File: src/logic/csr_pkg.sv
`default_nettype none

package csr_pkg;

   localparam int CSR_ADDR_W = 12;

   typedef logic [CSR_ADDR_W-1:0] csr_addr_t;

   // ***********************************************************
   // csr identity
   // ***********************************************************

   // every member value is the address of that csr
   typedef enum logic [CSR_ADDR_W-1:0] {
      CSR_NONE          = 12'h000,
      // machine trap setup and counter control
      CSR_MSTATUS       = 12'h300,
      CSR_MISA          = 12'h301,
      CSR_MIE           = 12'h304,
      CSR_MTVEC         = 12'h305,
      CSR_MCOUNTINHIBIT = 12'h320,
      CSR_MHPME3        = 12'h323,
      CSR_MHPME4        = 12'h324,
      CSR_MHPME5        = 12'h325,
      CSR_MHPME6        = 12'h326,
      // machine trap handling
      CSR_MSCRATCH      = 12'h340,
      CSR_MEPC          = 12'h341,
      CSR_MCAUSE        = 12'h342,
      CSR_MTVAL         = 12'h343,
      CSR_MIP           = 12'h344,
      // trigger and debug
      CSR_MTSEL         = 12'h7A0,
      CSR_MTDATA1       = 12'h7A1,
      CSR_MTDATA2       = 12'h7A2,
      CSR_DCSR          = 12'h7B0,
      CSR_DPC           = 12'h7B1,
      // region access, debug state and icache access
      CSR_MRAC          = 12'h7C0,
      CSR_DMST          = 12'h7C4,
      CSR_DICAWICS      = 12'h7C8,
      CSR_DICAD0        = 12'h7C9,
      CSR_DICAD1        = 12'h7CA,
      CSR_DICAGO        = 12'h7CB,
      CSR_DICAD0H       = 12'h7CC,
      // internal timers
      CSR_MITCNT0       = 12'h7D2,
      CSR_MITB0         = 12'h7D3,
      CSR_MITCTL0       = 12'h7D4,
      CSR_MITCNT1       = 12'h7D5,
      CSR_MITB1         = 12'h7D6,
      CSR_MITCTL1       = 12'h7D7,
      // core control
      CSR_MCGC          = 12'h7F8,
      CSR_MFDC          = 12'h7F9,
      CSR_MSCAUSE       = 12'h7FF,
      // machine counters
      CSR_MCYCLEL       = 12'hB00,
      CSR_MINSTRETL     = 12'hB02,
      CSR_MHPMC3        = 12'hB03,
      CSR_MHPMC4        = 12'hB04,
      CSR_MHPMC5        = 12'hB05,
      CSR_MHPMC6        = 12'hB06,
      CSR_MCYCLEH       = 12'hB80,
      CSR_MINSTRETH     = 12'hB82,
      CSR_MHPMC3H       = 12'hB83,
      CSR_MHPMC4H       = 12'hB84,
      CSR_MHPMC5H       = 12'hB85,
      CSR_MHPMC6H       = 12'hB86,
      // external interrupt controller
      CSR_MEIVT         = 12'hBC8,
      CSR_MEIPT         = 12'hBC9,
      CSR_MEICPCT       = 12'hBCA,
      CSR_MEICIDPL      = 12'hBCB,
      CSR_MEICURPL      = 12'hBCC,
      // machine information and read-only status
      CSR_MVENDORID     = 12'hF11,
      CSR_MARCHID       = 12'hF12,
      CSR_MIMPID        = 12'hF13,
      CSR_MHARTID       = 12'hF14,
      CSR_MDSEAC        = 12'hFC0,
      CSR_MEIHAP        = 12'hFC8
   } csr_id_e;

   // ***********************************************************
   // attribute classes
   // ***********************************************************
   // read-only     mvendorid marchid mimpid mhartid mdseac meihap
   // debug-only    dcsr dpc dmst dicawics dicad0 dicad0h dicad1 dicago
   // timer         mitcnt0 mitcnt1 mitb0 mitb1 mitctl0 mitctl1
   // fast-redirect meicpct
   // pre-sync      mfdc mcountinhibit mhpme3..6 mcyclel mcycleh
   //               minstretl minstreth
   // post-sync     mfdc mstatus mtvec mepc mtdata1 mtdata2 dcsr mrac

   localparam int PRESYNC_N  = 10;
   localparam int POSTSYNC_N = 8;

   localparam csr_id_e PRESYNC_LIST [PRESYNC_N] = '{
      CSR_MFDC,
      CSR_MCOUNTINHIBIT,
      CSR_MHPME3,
      CSR_MHPME4,
      CSR_MHPME5,
      CSR_MHPME6,
      CSR_MCYCLEL,
      CSR_MCYCLEH,
      CSR_MINSTRETL,
      CSR_MINSTRETH
   };

   localparam csr_id_e POSTSYNC_LIST [POSTSYNC_N] = '{
      CSR_MFDC,
      CSR_MSTATUS,
      CSR_MTVEC,
      CSR_MEPC,
      CSR_MTDATA1,
      CSR_MTDATA2,
      CSR_DCSR,
      CSR_MRAC
   };

endpackage

`default_nettype wire

File: src/logic/csr_addr_decode.sv
`timescale 1ns/1ps
`default_nettype none

module csr_addr_decode (
   input  csr_pkg::csr_addr_t csr_addr,
   output csr_pkg::csr_id_e   csr_id,
   output logic               is_read_only,
   output logic               is_debug_only,
   output logic               is_timer,
   output logic               is_fast_redirect,
   output logic               needs_presync,
   output logic               needs_postsync
);

   // ***********************************************************
   // address table
   // ***********************************************************

   always_comb begin
      csr_id           = csr_pkg::CSR_NONE;
      is_read_only     = 1'b0;
      is_debug_only    = 1'b0;
      is_timer         = 1'b0;
      is_fast_redirect = 1'b0;
      needs_presync    = 1'b0;
      needs_postsync   = 1'b0;

      case (csr_addr)
         // plain read/write csrs with no special handling
         csr_pkg::CSR_MISA,
         csr_pkg::CSR_MIE,
         csr_pkg::CSR_MSCRATCH,
         csr_pkg::CSR_MCAUSE,
         csr_pkg::CSR_MTVAL,
         csr_pkg::CSR_MIP,
         csr_pkg::CSR_MTSEL,
         csr_pkg::CSR_MCGC,
         csr_pkg::CSR_MSCAUSE,
         csr_pkg::CSR_MHPMC3,
         csr_pkg::CSR_MHPMC4,
         csr_pkg::CSR_MHPMC5,
         csr_pkg::CSR_MHPMC6,
         csr_pkg::CSR_MHPMC3H,
         csr_pkg::CSR_MHPMC4H,
         csr_pkg::CSR_MHPMC5H,
         csr_pkg::CSR_MHPMC6H,
         csr_pkg::CSR_MEIVT,
         csr_pkg::CSR_MEIPT,
         csr_pkg::CSR_MEICIDPL,
         csr_pkg::CSR_MEICURPL: begin
            csr_id = csr_pkg::csr_id_e'(csr_addr);
         end

         // writes here change fetch or trap behavior
         csr_pkg::CSR_MSTATUS,
         csr_pkg::CSR_MTVEC,
         csr_pkg::CSR_MEPC,
         csr_pkg::CSR_MTDATA1,
         csr_pkg::CSR_MTDATA2,
         csr_pkg::CSR_MRAC: begin
            csr_id         = csr_pkg::csr_id_e'(csr_addr);
            needs_postsync = 1'b1;
         end

         // counter reads must see all older instructions retired
         csr_pkg::CSR_MCOUNTINHIBIT,
         csr_pkg::CSR_MHPME3,
         csr_pkg::CSR_MHPME4,
         csr_pkg::CSR_MHPME5,
         csr_pkg::CSR_MHPME6,
         csr_pkg::CSR_MCYCLEL,
         csr_pkg::CSR_MCYCLEH,
         csr_pkg::CSR_MINSTRETL,
         csr_pkg::CSR_MINSTRETH: begin
            csr_id        = csr_pkg::csr_id_e'(csr_addr);
            needs_presync = 1'b1;
         end

         // feature disables touch the whole pipe
         csr_pkg::CSR_MFDC: begin
            csr_id         = csr_pkg::CSR_MFDC;
            needs_presync  = 1'b1;
            needs_postsync = 1'b1;
         end

         csr_pkg::CSR_DCSR: begin
            csr_id         = csr_pkg::CSR_DCSR;
            is_debug_only  = 1'b1;
            needs_postsync = 1'b1;
         end

         csr_pkg::CSR_DPC,
         csr_pkg::CSR_DMST,
         csr_pkg::CSR_DICAWICS,
         csr_pkg::CSR_DICAD0,
         csr_pkg::CSR_DICAD0H,
         csr_pkg::CSR_DICAD1,
         csr_pkg::CSR_DICAGO: begin
            csr_id        = csr_pkg::csr_id_e'(csr_addr);
            is_debug_only = 1'b1;
         end

         csr_pkg::CSR_MITCNT0,
         csr_pkg::CSR_MITB0,
         csr_pkg::CSR_MITCTL0,
         csr_pkg::CSR_MITCNT1,
         csr_pkg::CSR_MITB1,
         csr_pkg::CSR_MITCTL1: begin
            csr_id   = csr_pkg::csr_id_e'(csr_addr);
            is_timer = 1'b1;
         end

         // claim pointer is bypassed when fast redirect is built in
         csr_pkg::CSR_MEICPCT: begin
            csr_id           = csr_pkg::CSR_MEICPCT;
            is_fast_redirect = 1'b1;
         end

         csr_pkg::CSR_MVENDORID,
         csr_pkg::CSR_MARCHID,
         csr_pkg::CSR_MIMPID,
         csr_pkg::CSR_MHARTID,
         csr_pkg::CSR_MDSEAC,
         csr_pkg::CSR_MEIHAP: begin
            csr_id       = csr_pkg::csr_id_e'(csr_addr);
            is_read_only = 1'b1;
         end

         default: begin
            csr_id = csr_pkg::CSR_NONE;
         end
      endcase
   end

endmodule

`default_nettype wire

File: src/logic/csr_access_check.sv
`timescale 1ns/1ps
`default_nettype none

module csr_access_check #(
   parameter int TIMER_EN          = 1,
   parameter int FAST_INT_REDIRECT = 1
) (
   input  logic             clk,
   input  logic             reset,
   input  logic             csr_req,
   input  logic             csr_wen,
   input  logic             dbg_halted,
   input  csr_pkg::csr_id_e csr_id,
   input  logic             is_read_only,
   input  logic             is_debug_only,
   input  logic             is_timer,
   input  logic             is_fast_redirect,
   input  logic             needs_presync,
   input  logic             needs_postsync,
   output logic             rsp_valid,
   output logic             csr_legal,
   output logic             presync,
   output logic             postsync,
   output csr_pkg::csr_id_e rsp_id
);

   localparam logic TIMER_OFF    = (TIMER_EN == 0);
   localparam logic FAST_RDR_ON  = (FAST_INT_REDIRECT != 0);

   logic             known_csr;
   logic             mode_ok;
   logic             cfg_illegal;
   logic             ro_write;
   logic             legal_d;
   logic             presync_d;
   logic             postsync_d;
   csr_pkg::csr_id_e id_d;

   // ***********************************************************
   // legality
   // ***********************************************************

   assign known_csr = (csr_id != csr_pkg::CSR_NONE);

   // debug csrs are only reachable from halted state
   assign mode_ok = ~is_debug_only | dbg_halted;

   // features removed by build configuration
   assign cfg_illegal = (is_timer & TIMER_OFF) | (is_fast_redirect & FAST_RDR_ON);

   assign ro_write = csr_wen & is_read_only;

   assign legal_d = csr_req & known_csr & mode_ok & ~cfg_illegal & ~ro_write;

   // ***********************************************************
   // sync qualification
   // ***********************************************************

   // a write has nothing older to wait for before reading
   assign presync_d  = csr_req & needs_presync & ~csr_wen;
   assign postsync_d = csr_req & needs_postsync;

   assign id_d = csr_req ? csr_id : csr_pkg::CSR_NONE;

   // ***********************************************************
   // result register
   // ***********************************************************

   always_ff @(posedge clk) begin
      if (reset) begin
         rsp_valid <= 1'b0;
         csr_legal <= 1'b0;
         presync   <= 1'b0;
         postsync  <= 1'b0;
         rsp_id    <= csr_pkg::CSR_NONE;
      end else begin
         rsp_valid <= csr_req;
         csr_legal <= legal_d;
         presync   <= presync_d;
         postsync  <= postsync_d;
         rsp_id    <= id_d;
      end
   end

endmodule

`default_nettype wire

File: src/logic/csr_decode_unit.sv
`timescale 1ns/1ps
`default_nettype none

module csr_decode_unit #(
   parameter int TIMER_EN          = 1,
   parameter int FAST_INT_REDIRECT = 1
) (
   input  logic               clk,
   input  logic               reset,
   input  logic               csr_req,
   input  logic               csr_wen,
   input  logic               dbg_halted,
   input  csr_pkg::csr_addr_t csr_addr,
   output logic               rsp_valid,
   output logic               csr_legal,
   output logic               presync,
   output logic               postsync,
   output csr_pkg::csr_id_e   rsp_id
);

   csr_pkg::csr_id_e csr_id;
   logic             is_read_only;
   logic             is_debug_only;
   logic             is_timer;
   logic             is_fast_redirect;
   logic             needs_presync;
   logic             needs_postsync;

   // address lookup, same cycle as the request
   csr_addr_decode i_addr_decode (
      .csr_addr         (csr_addr),
      .csr_id           (csr_id),
      .is_read_only     (is_read_only),
      .is_debug_only    (is_debug_only),
      .is_timer         (is_timer),
      .is_fast_redirect (is_fast_redirect),
      .needs_presync    (needs_presync),
      .needs_postsync   (needs_postsync)
   );

   // qualification and one-cycle result stage
   csr_access_check #(
      .TIMER_EN          (TIMER_EN),
      .FAST_INT_REDIRECT (FAST_INT_REDIRECT)
   ) i_access_check (
      .clk              (clk),
      .reset            (reset),
      .csr_req          (csr_req),
      .csr_wen          (csr_wen),
      .dbg_halted       (dbg_halted),
      .csr_id           (csr_id),
      .is_read_only     (is_read_only),
      .is_debug_only    (is_debug_only),
      .is_timer         (is_timer),
      .is_fast_redirect (is_fast_redirect),
      .needs_presync    (needs_presync),
      .needs_postsync   (needs_postsync),
      .rsp_valid        (rsp_valid),
      .csr_legal        (csr_legal),
      .presync          (presync),
      .postsync         (postsync),
      .rsp_id           (rsp_id)
   );

endmodule

`default_nettype wire

File: config.mk
export PLATFORM = sky130hd
export DESIGN_NAME = csr_decode_unit
export DESIGN_NICKNAME = d
export VERILOG_FILES = /design/src/logic/csr_pkg.sv /design/src/logic/csr_addr_decode.sv /design/src/logic/csr_access_check.sv /design/src/logic/csr_decode_unit.sv
export SDC_FILE = /design/constraint.sdc
export NUM_CORES = 1
export LEC_CHECK = 0
export ABC_CLOCK_PERIOD_IN_PS = 3900
export BUFFER_PORTS_ARGS = -buffer_cell sky130_fd_sc_hd__buf_4
export CORE_MARGIN = 2
export CORE_UTILIZATION = 50
export CTS_BUF_LIST = sky130_fd_sc_hd__clkbuf_16
export DETAILED_ROUTE_END_ITERATION = 8
export HOLD_SLACK_MARGIN = 0.12
export PLACE_DENSITY = 0.89
export SKIP_CTS_REPAIR_TIMING = 1
export SLEW_MARGIN = 20
export SYNTH_ARGS = -nofsm -noshare
export SYNTH_HDL_FRONTEND = slang
export SYNTH_SLANG_ARGS = --single-unit
File: constraint.sdc
create_clock -name clk -period 3.9 [get_ports clk]
set_clock_uncertainty 0.1 [all_clocks]
set_input_delay 0.195 -clock clk [delete_from_list [all_inputs] [get_ports clk]]
set_output_delay 0.195 -clock clk [all_outputs]
set_load 0.005 [all_outputs]
==> results.json, run 1 <==
{
  "finalNetCount": 191,
  "cts_max_level": 1,
  "rsz0062_at_grt": "false",
  "place_ws_ns": 1.60,
  "final.setup.tns_ns": 0,
  "crit_path_end_kind": "flop",
  "synthFlopType": "dfxtp_1",
  "synthSimpleGateAreaFrac_pct": 42.0,
  "cp.required_ns": 3.89,
  "hold_class": "in -> reg",
  "seqCellArea_um2": 320,
  "gr-total-overflow": 0,
  "postPlaceCellArea_um2": 1410,
  "grt_pass1_vias": 1207,
  "syn_area_um2": 1190,
  "critPathLaunchType": "input pin",
  "synth_seq_cells": 16,
  "via_per_inst": 6.67,
  "outcome": "complete, no violations",
  "worstPathMaxFanout": 20,
  "p_total_mw": 0.426,
  "n_antenna_cell": 0,
  "synth-edff-count": 0,
  "ir_drop_mv": 0.244,
  "synthAdderAreaFrac_pct": 0,
  "io_buffers": 32,
  "p_per_area_nw_per_um2": 284,
  "fin_crit_ns": 2.07,
  "worstMarginPinSlew_ns": 0.866,
  "synth_commonest_cells": "dfxtp_1, a21oi_1, nand2_1, nor4_1",
  "root_buffer": "clkbuf_16",
  "ys.warnings.count": 0,
  "dr.pass1.iters": 5,
  "synth.most_common_cell": "dfxtp_1",
  "fmax_mhz": 483,
  "synthDistinctLibCells": 49,
  "wl_per_cell_um": 16.4,
  "avgSynthCellArea_um2": 8.07,
  "final_cells": 201,
  "leakage_nw": 0.562,
  "synth_compound_area_share_pct": 24.0,
  "async_flop_share_pct": 0,
  "design_area_um2": 1500,
  "setup_viol": 0,
  "synthXorXnorAreaFrac_pct": 0.733,
  "grt.total_usage_pct": 25.4,
  "clockBufferDepth": 2,
  "rows": 17,
  "drc": 0,
  "layout_setup_ws_ns": 1.83,
  "syn_nets": 165,
  "synth.area.mux_share_pct": 0,
  "cts.sinks": 16,
  "first_iter_violations": 74,
  "critPathKind": "in -> reg",
  "multiInputGateArea_um2": 797,
  "grt_max_degree": 21,
  "path_clk_slew_ns": 0.04,
  "drive_gt1_share_pct": 26.6,
  "ant_nets": 0,
  "antenna_found_initial": 0,
  "start_util_pct": 53.5,
  "totalWireLength_um": 3290,
  "synth_cells": 148,
  "cp.arrival_ns": 2.06,
  "core_area_um2": 2230,
  "yosysTopAreaCell": "dfxtp_1",
  "dp.cells": 196,
  "maxCapViolCount": 0,
  "ys_seq_area_share_pct": 26.8,
  "gp_congestion": 1.07,
  "slew_headroom_pct": 41.7,
  "slew_viol_final": 0,
  "dieWidth_um": 52.9,
  "die_height_um": 52.9,
  "num_vias": 1340,
  "synth_top_area_share_pct": 26.8,
  "syn_to_final_growth_pct": 25.2,
  "synth_top_family_by_area": "simple AND/OR/NAND/NOR gates",
  "numCtsBuffers": 3,
  "grt_pass1_wl_um": 5350,
  "post-dp-hpwl_um": 2420,
  "io_pins": 33,
  "cts_tree": "yes",
  "timing.final.crit_share_pct": 53.1,
  "final_hold_viol_count": 0,
  "die_area_um2": 2800,
  "n_fill_cell": 183,
  "synthTopCellsByArea": "dfxtp_1, nor4_1, a21oi_1"
}
[worst max-delay path, cell delays in order]
cell and delay (ns):
buf_4 0.18, or3b_2 0.52, o21ai_0 0.14, o31ai_1 0.17, nor4_1 0.27, and3_1 0.43, a21oi_1 0.15
[logic make-up (layout without fill, tap and decap cells)]
| group | count (synthesis) | in the layout |
|---|---|---|
| buffers and inverters | 16 | 41 |
| AND/OR/NAND/NOR | 77 | 77 |
| XOR/XNOR | 1 | 1 |
| AO/OA/AOI/OAI | 38 | 38 |
| flip-flops | 16 | 16 |
[per-layer routing]
| metal | vias up | track usage, % | routed length [um] |
|---|---|---|---|
| met5 | - | 0 | 0 |
| met4 | 0 | 10.3 | 74 |
| met3 | 16 | 6.50 | 420 |
| met2 | 103 | 43.1 | 1560 |
| met1 | 589 | 30.3 | 1240 |
| li1 | 632 | - | - |
[flip-flops by register name, summed over array words and instances (netlist names)]
| name | flops |
|---|---|
| i_access_check.postsync | 1 |
| i_access_check.rsp_valid | 1 |
| i_access_check.presync | 1 |
| i_access_check.csr_legal | 1 |
| i_access_check.rsp_id | 12 |
[stage by stage]
stage	hold slack [ns]	util [%]
final	0.109	67.0
after global routing	0.135	67.0
after CTS	0.0388	66.6
after detailed placement	0.283	63.0
after global placement	0.282	63.0
after floorplan	0.174	-
[final cells by class]
| type | instances | share of cell area, % |
|---|---|---|
| Multi-Input combinational cell | 116 | 53.3 |
| Inverter | 4 | 1.00 |
| Timing Repair Buffer | 33 | 16.7 |
| Tap cell | 28 | 2.34 |
| Clock buffer | 3 | 5.02 |
| Clock inverter | 1 | 0.251 |
| Sequential cell | 16 | 21.4 |
[worst paths after layout]
kind	from	to	slack [ns]	cells past startpoint
max	csr_addr[2]	i_access_check.csr_legal	1.83	7
min	csr_addr[11]	i_access_check.rsp_id[11]	0.11	3
[power by group]
part           switching, mW  internal, mW  total (mW)
Clock                 0.0586         0.136       0.194
Sequential          0.000353         0.165       0.166
Combinational         0.0408        0.0253      0.0661
Total                 0.0998         0.326       0.426
[placed cells by master (no fill, tap or decap), drive strengths merged, types with 2 or more instances in the layout]
master / n
a211oi: 6
a21oi: 11
a22oi: 2
a31oi: 3
and3: 3
and4b: 2
and4bb: 2
buf: 32
clkbuf: 3
dfxtp: 16
inv: 4
nand2: 11
nand2b: 3
nand3: 4
nand3b: 4
nand4: 5
nand4b: 2
nor2: 8
nor3: 6
nor3b: 2
nor4: 11
o21ai: 4
o22ai: 2
o31ai: 2
o41ai: 2
or2: 2
or3: 2
or4: 4
or4b: 2
Power figures use the tool's default switching activity.
==> run 2: changes to the inputs <==
--- a/config.mk
+++ b/config.mk
@@ -5,14 +5,14 @@
 export SDC_FILE = /design/constraint.sdc
 export NUM_CORES = 1
 export LEC_CHECK = 0
-export ABC_CLOCK_PERIOD_IN_PS = 3900
+export ABC_CLOCK_PERIOD_IN_PS = 1800
 export BUFFER_PORTS_ARGS = -buffer_cell sky130_fd_sc_hd__buf_4
 export CORE_MARGIN = 2
-export CORE_UTILIZATION = 50
+export CORE_UTILIZATION = 46
 export CTS_BUF_LIST = sky130_fd_sc_hd__clkbuf_16
 export DETAILED_ROUTE_END_ITERATION = 8
 export HOLD_SLACK_MARGIN = 0.12
-export PLACE_DENSITY = 0.89
+export PLACE_DENSITY = 0.86
 export SKIP_CTS_REPAIR_TIMING = 1
 export SLEW_MARGIN = 20
 export SYNTH_ARGS = -nofsm -noshare
==> constraint.sdc (replaced) <==
create_clock -name clk -period 1.8 [get_ports clk]
set_clock_uncertainty 0.1 [all_clocks]
set_input_delay 0.09 -clock clk [delete_from_list [all_inputs] [get_ports clk]]
set_output_delay 0.09 -clock clk [all_outputs]
set_load 0.005 [all_outputs]
==> results.json, run 2 (synthesized netlist as in run 1, its figures left out) <==
{
  "outcome": "finished with violations",
  "violations": "negative setup slack",
  "num_vias": 1722,
  "die_height_um": 55.0,
  "leakage_nw": 0.898,
  "io_buffers": 32,
  "ant_nets": 0,
  "met1_length_um": 2030,
  "post-dp-hpwl_um": 3220,
  "cp.required_ns": 1.80,
  "regMostFlops": "i_access_check.rsp_id",
  "dr.pass1.iters": 4,
  "worstHoldEndpoint": "i_access_check.rsp_id[5]",
  "root_buffer": "clkbuf_16",
  "io_pins": 33,
  "die_area_um2": 3020,
  "gr-total-overflow": 0,
  "drive_gt1_share_pct": 53.2,
  "hold_class": "in -> reg",
  "slew_viol_final": 0,
  "path_clk_slew_ns": 0.05,
  "postPlaceCellArea_um2": 1780,
  "setup_viol": 10,
  "routed-wl-met2_um": 2500,
  "crit_path_end_kind": "flop",
  "numCtsBuffers": 3,
  "via_per_inst": 6.60,
  "fin_crit_ns": 1.88,
  "place_ws_ns": -0.377,
  "dieWidth_um": 55.0,
  "antenna_found_initial": 0,
  "cts.sinks": 16,
  "cts_max_level": 1,
  "design_area_um2": 2130,
  "routed.top_layer": "met4",
  "critPathLaunchType": "input pin",
  "rsz0062_at_grt": "true",
  "start_util_pct": 48.2,
  "largest_reg_flops": 12,
  "final_util_pct": 86.2,
  "final_hold_viol_count": 0,
  "cts_tree": "yes",
  "fmax_mhz": 533,
  "grt_max_degree": 13,
  "totalWireLength_um": 5190,
  "gp_congestion": 0.973,
  "cp.arrival_ns": 1.88,
  "worstPathMaxFanout": 7,
  "worstMarginPinSlew_ns": 0.588,
  "grt_pass1_vias": 1439,
  "maxCapViolCount": 0,
  "grt.total_usage_pct": 29.4,
  "ir_drop_mv": 0.702,
  "mostFrequentLayoutCells": "buf_4, dfxtp_1, nand2_1, a21oi_1, nor2_1",
  "syn_to_final_growth_pct": 78.6,
  "timing.final.crit_share_pct": 104,
  "core_area_um2": 2480,
  "drc": 0,
  "grt_pass1_wl_um": 6490,
  "first_iter_violations": 84,
  "layout_setup_ws_ns": -0.0767,
  "layout_commonest_cell": "buf_4",
  "rows": 18,
  "final.setup.tns_ns": -0.382,
  "wl_per_cell_um": 19.9,
  "p_per_area_nw_per_um2": 484,
  "clockBufferDepth": 2,
  "critPathKind": "in -> reg",
  "hold_start": "csr_addr[5]",
  "hold_path_depth": 4,
  "slew_headroom_pct": 60.4,
  "n_antenna_cell": 0,
  "finalNetCount": 250,
  "met3WireLength_um": 369
}
## run 2: cell count changes in the layout (fill, tap and decap cells not counted), sizes merged
cell / previous run / this run
dlygate4sd3: 1 / 2
buf: 32 / 89
clkinv: 1 / 0
and3: 3 / 4
## run 2: layer usage
metal / vias up / track usage, %
met1: 786 / 33.3
met3: 40 / 2.96
met4: 0 / 9.35
li1: 757 / -
met5: - / 0
met2: 139 / 56.9
## run 2: area by class of cell
type / count / area [um^2]
clock buffer: 3 / 75.1
fill: 127 / 343
inverter: 4 / 15.0
multi-input combinational: 117 / 948
sequential: 16 / 320
tap: 30 / 37.5
timing repair buffer: 91 / 738
## run 2: worst max-delay path by stage
stage,from,endpoint,cells past startpoint
6_report,csr_addr[0],i_access_check.rsp_id[4],8
5_1_grt,csr_addr[11],i_access_check.rsp_id[10],7
4_1_cts,csr_addr[11],i_access_check.rsp_id[0],7
3_5_place_dp,csr_addr[11],i_access_check.rsp_id[0],7
3_3_place_gp,csr_addr[11],i_access_check.rsp_id[0],7
2_1_floorplan,csr_addr[11],i_access_check.rsp_id[1],7
## run 2: per-stage QoR
stage / power (mW) / instances / hold WS [ns]
after floorplan: 0.452 / 148 / 0.0693
after global routing: 1.06 / 261 / 0.138
after CTS: 0.971 / 246 / -0.0694
after detailed placement: 0.566 / 243 / 0.170
final: 1.03 / 261 / 0.117
after global placement: 0.561 / 243 / 0.167
## run 2: critical path, cell delays in order
cell      delay (ns)
buf_8           0.11
buf_6           0.11
nor3b_4         0.15
a221oi_4        0.29
a211oi_2        0.09
or4_4           0.54
o41ai_4         0.38
a21oi_1         0.13
## run 2: power by group
| part | internal [mW] | switching (mW) |
|---|---|---|
| Clock | 0.291 | 0.131 |
| Combinational | 0.130 | 0.122 |
| Sequential | 0.358 | 0.000756 |
| Total | 0.779 | 0.254 |
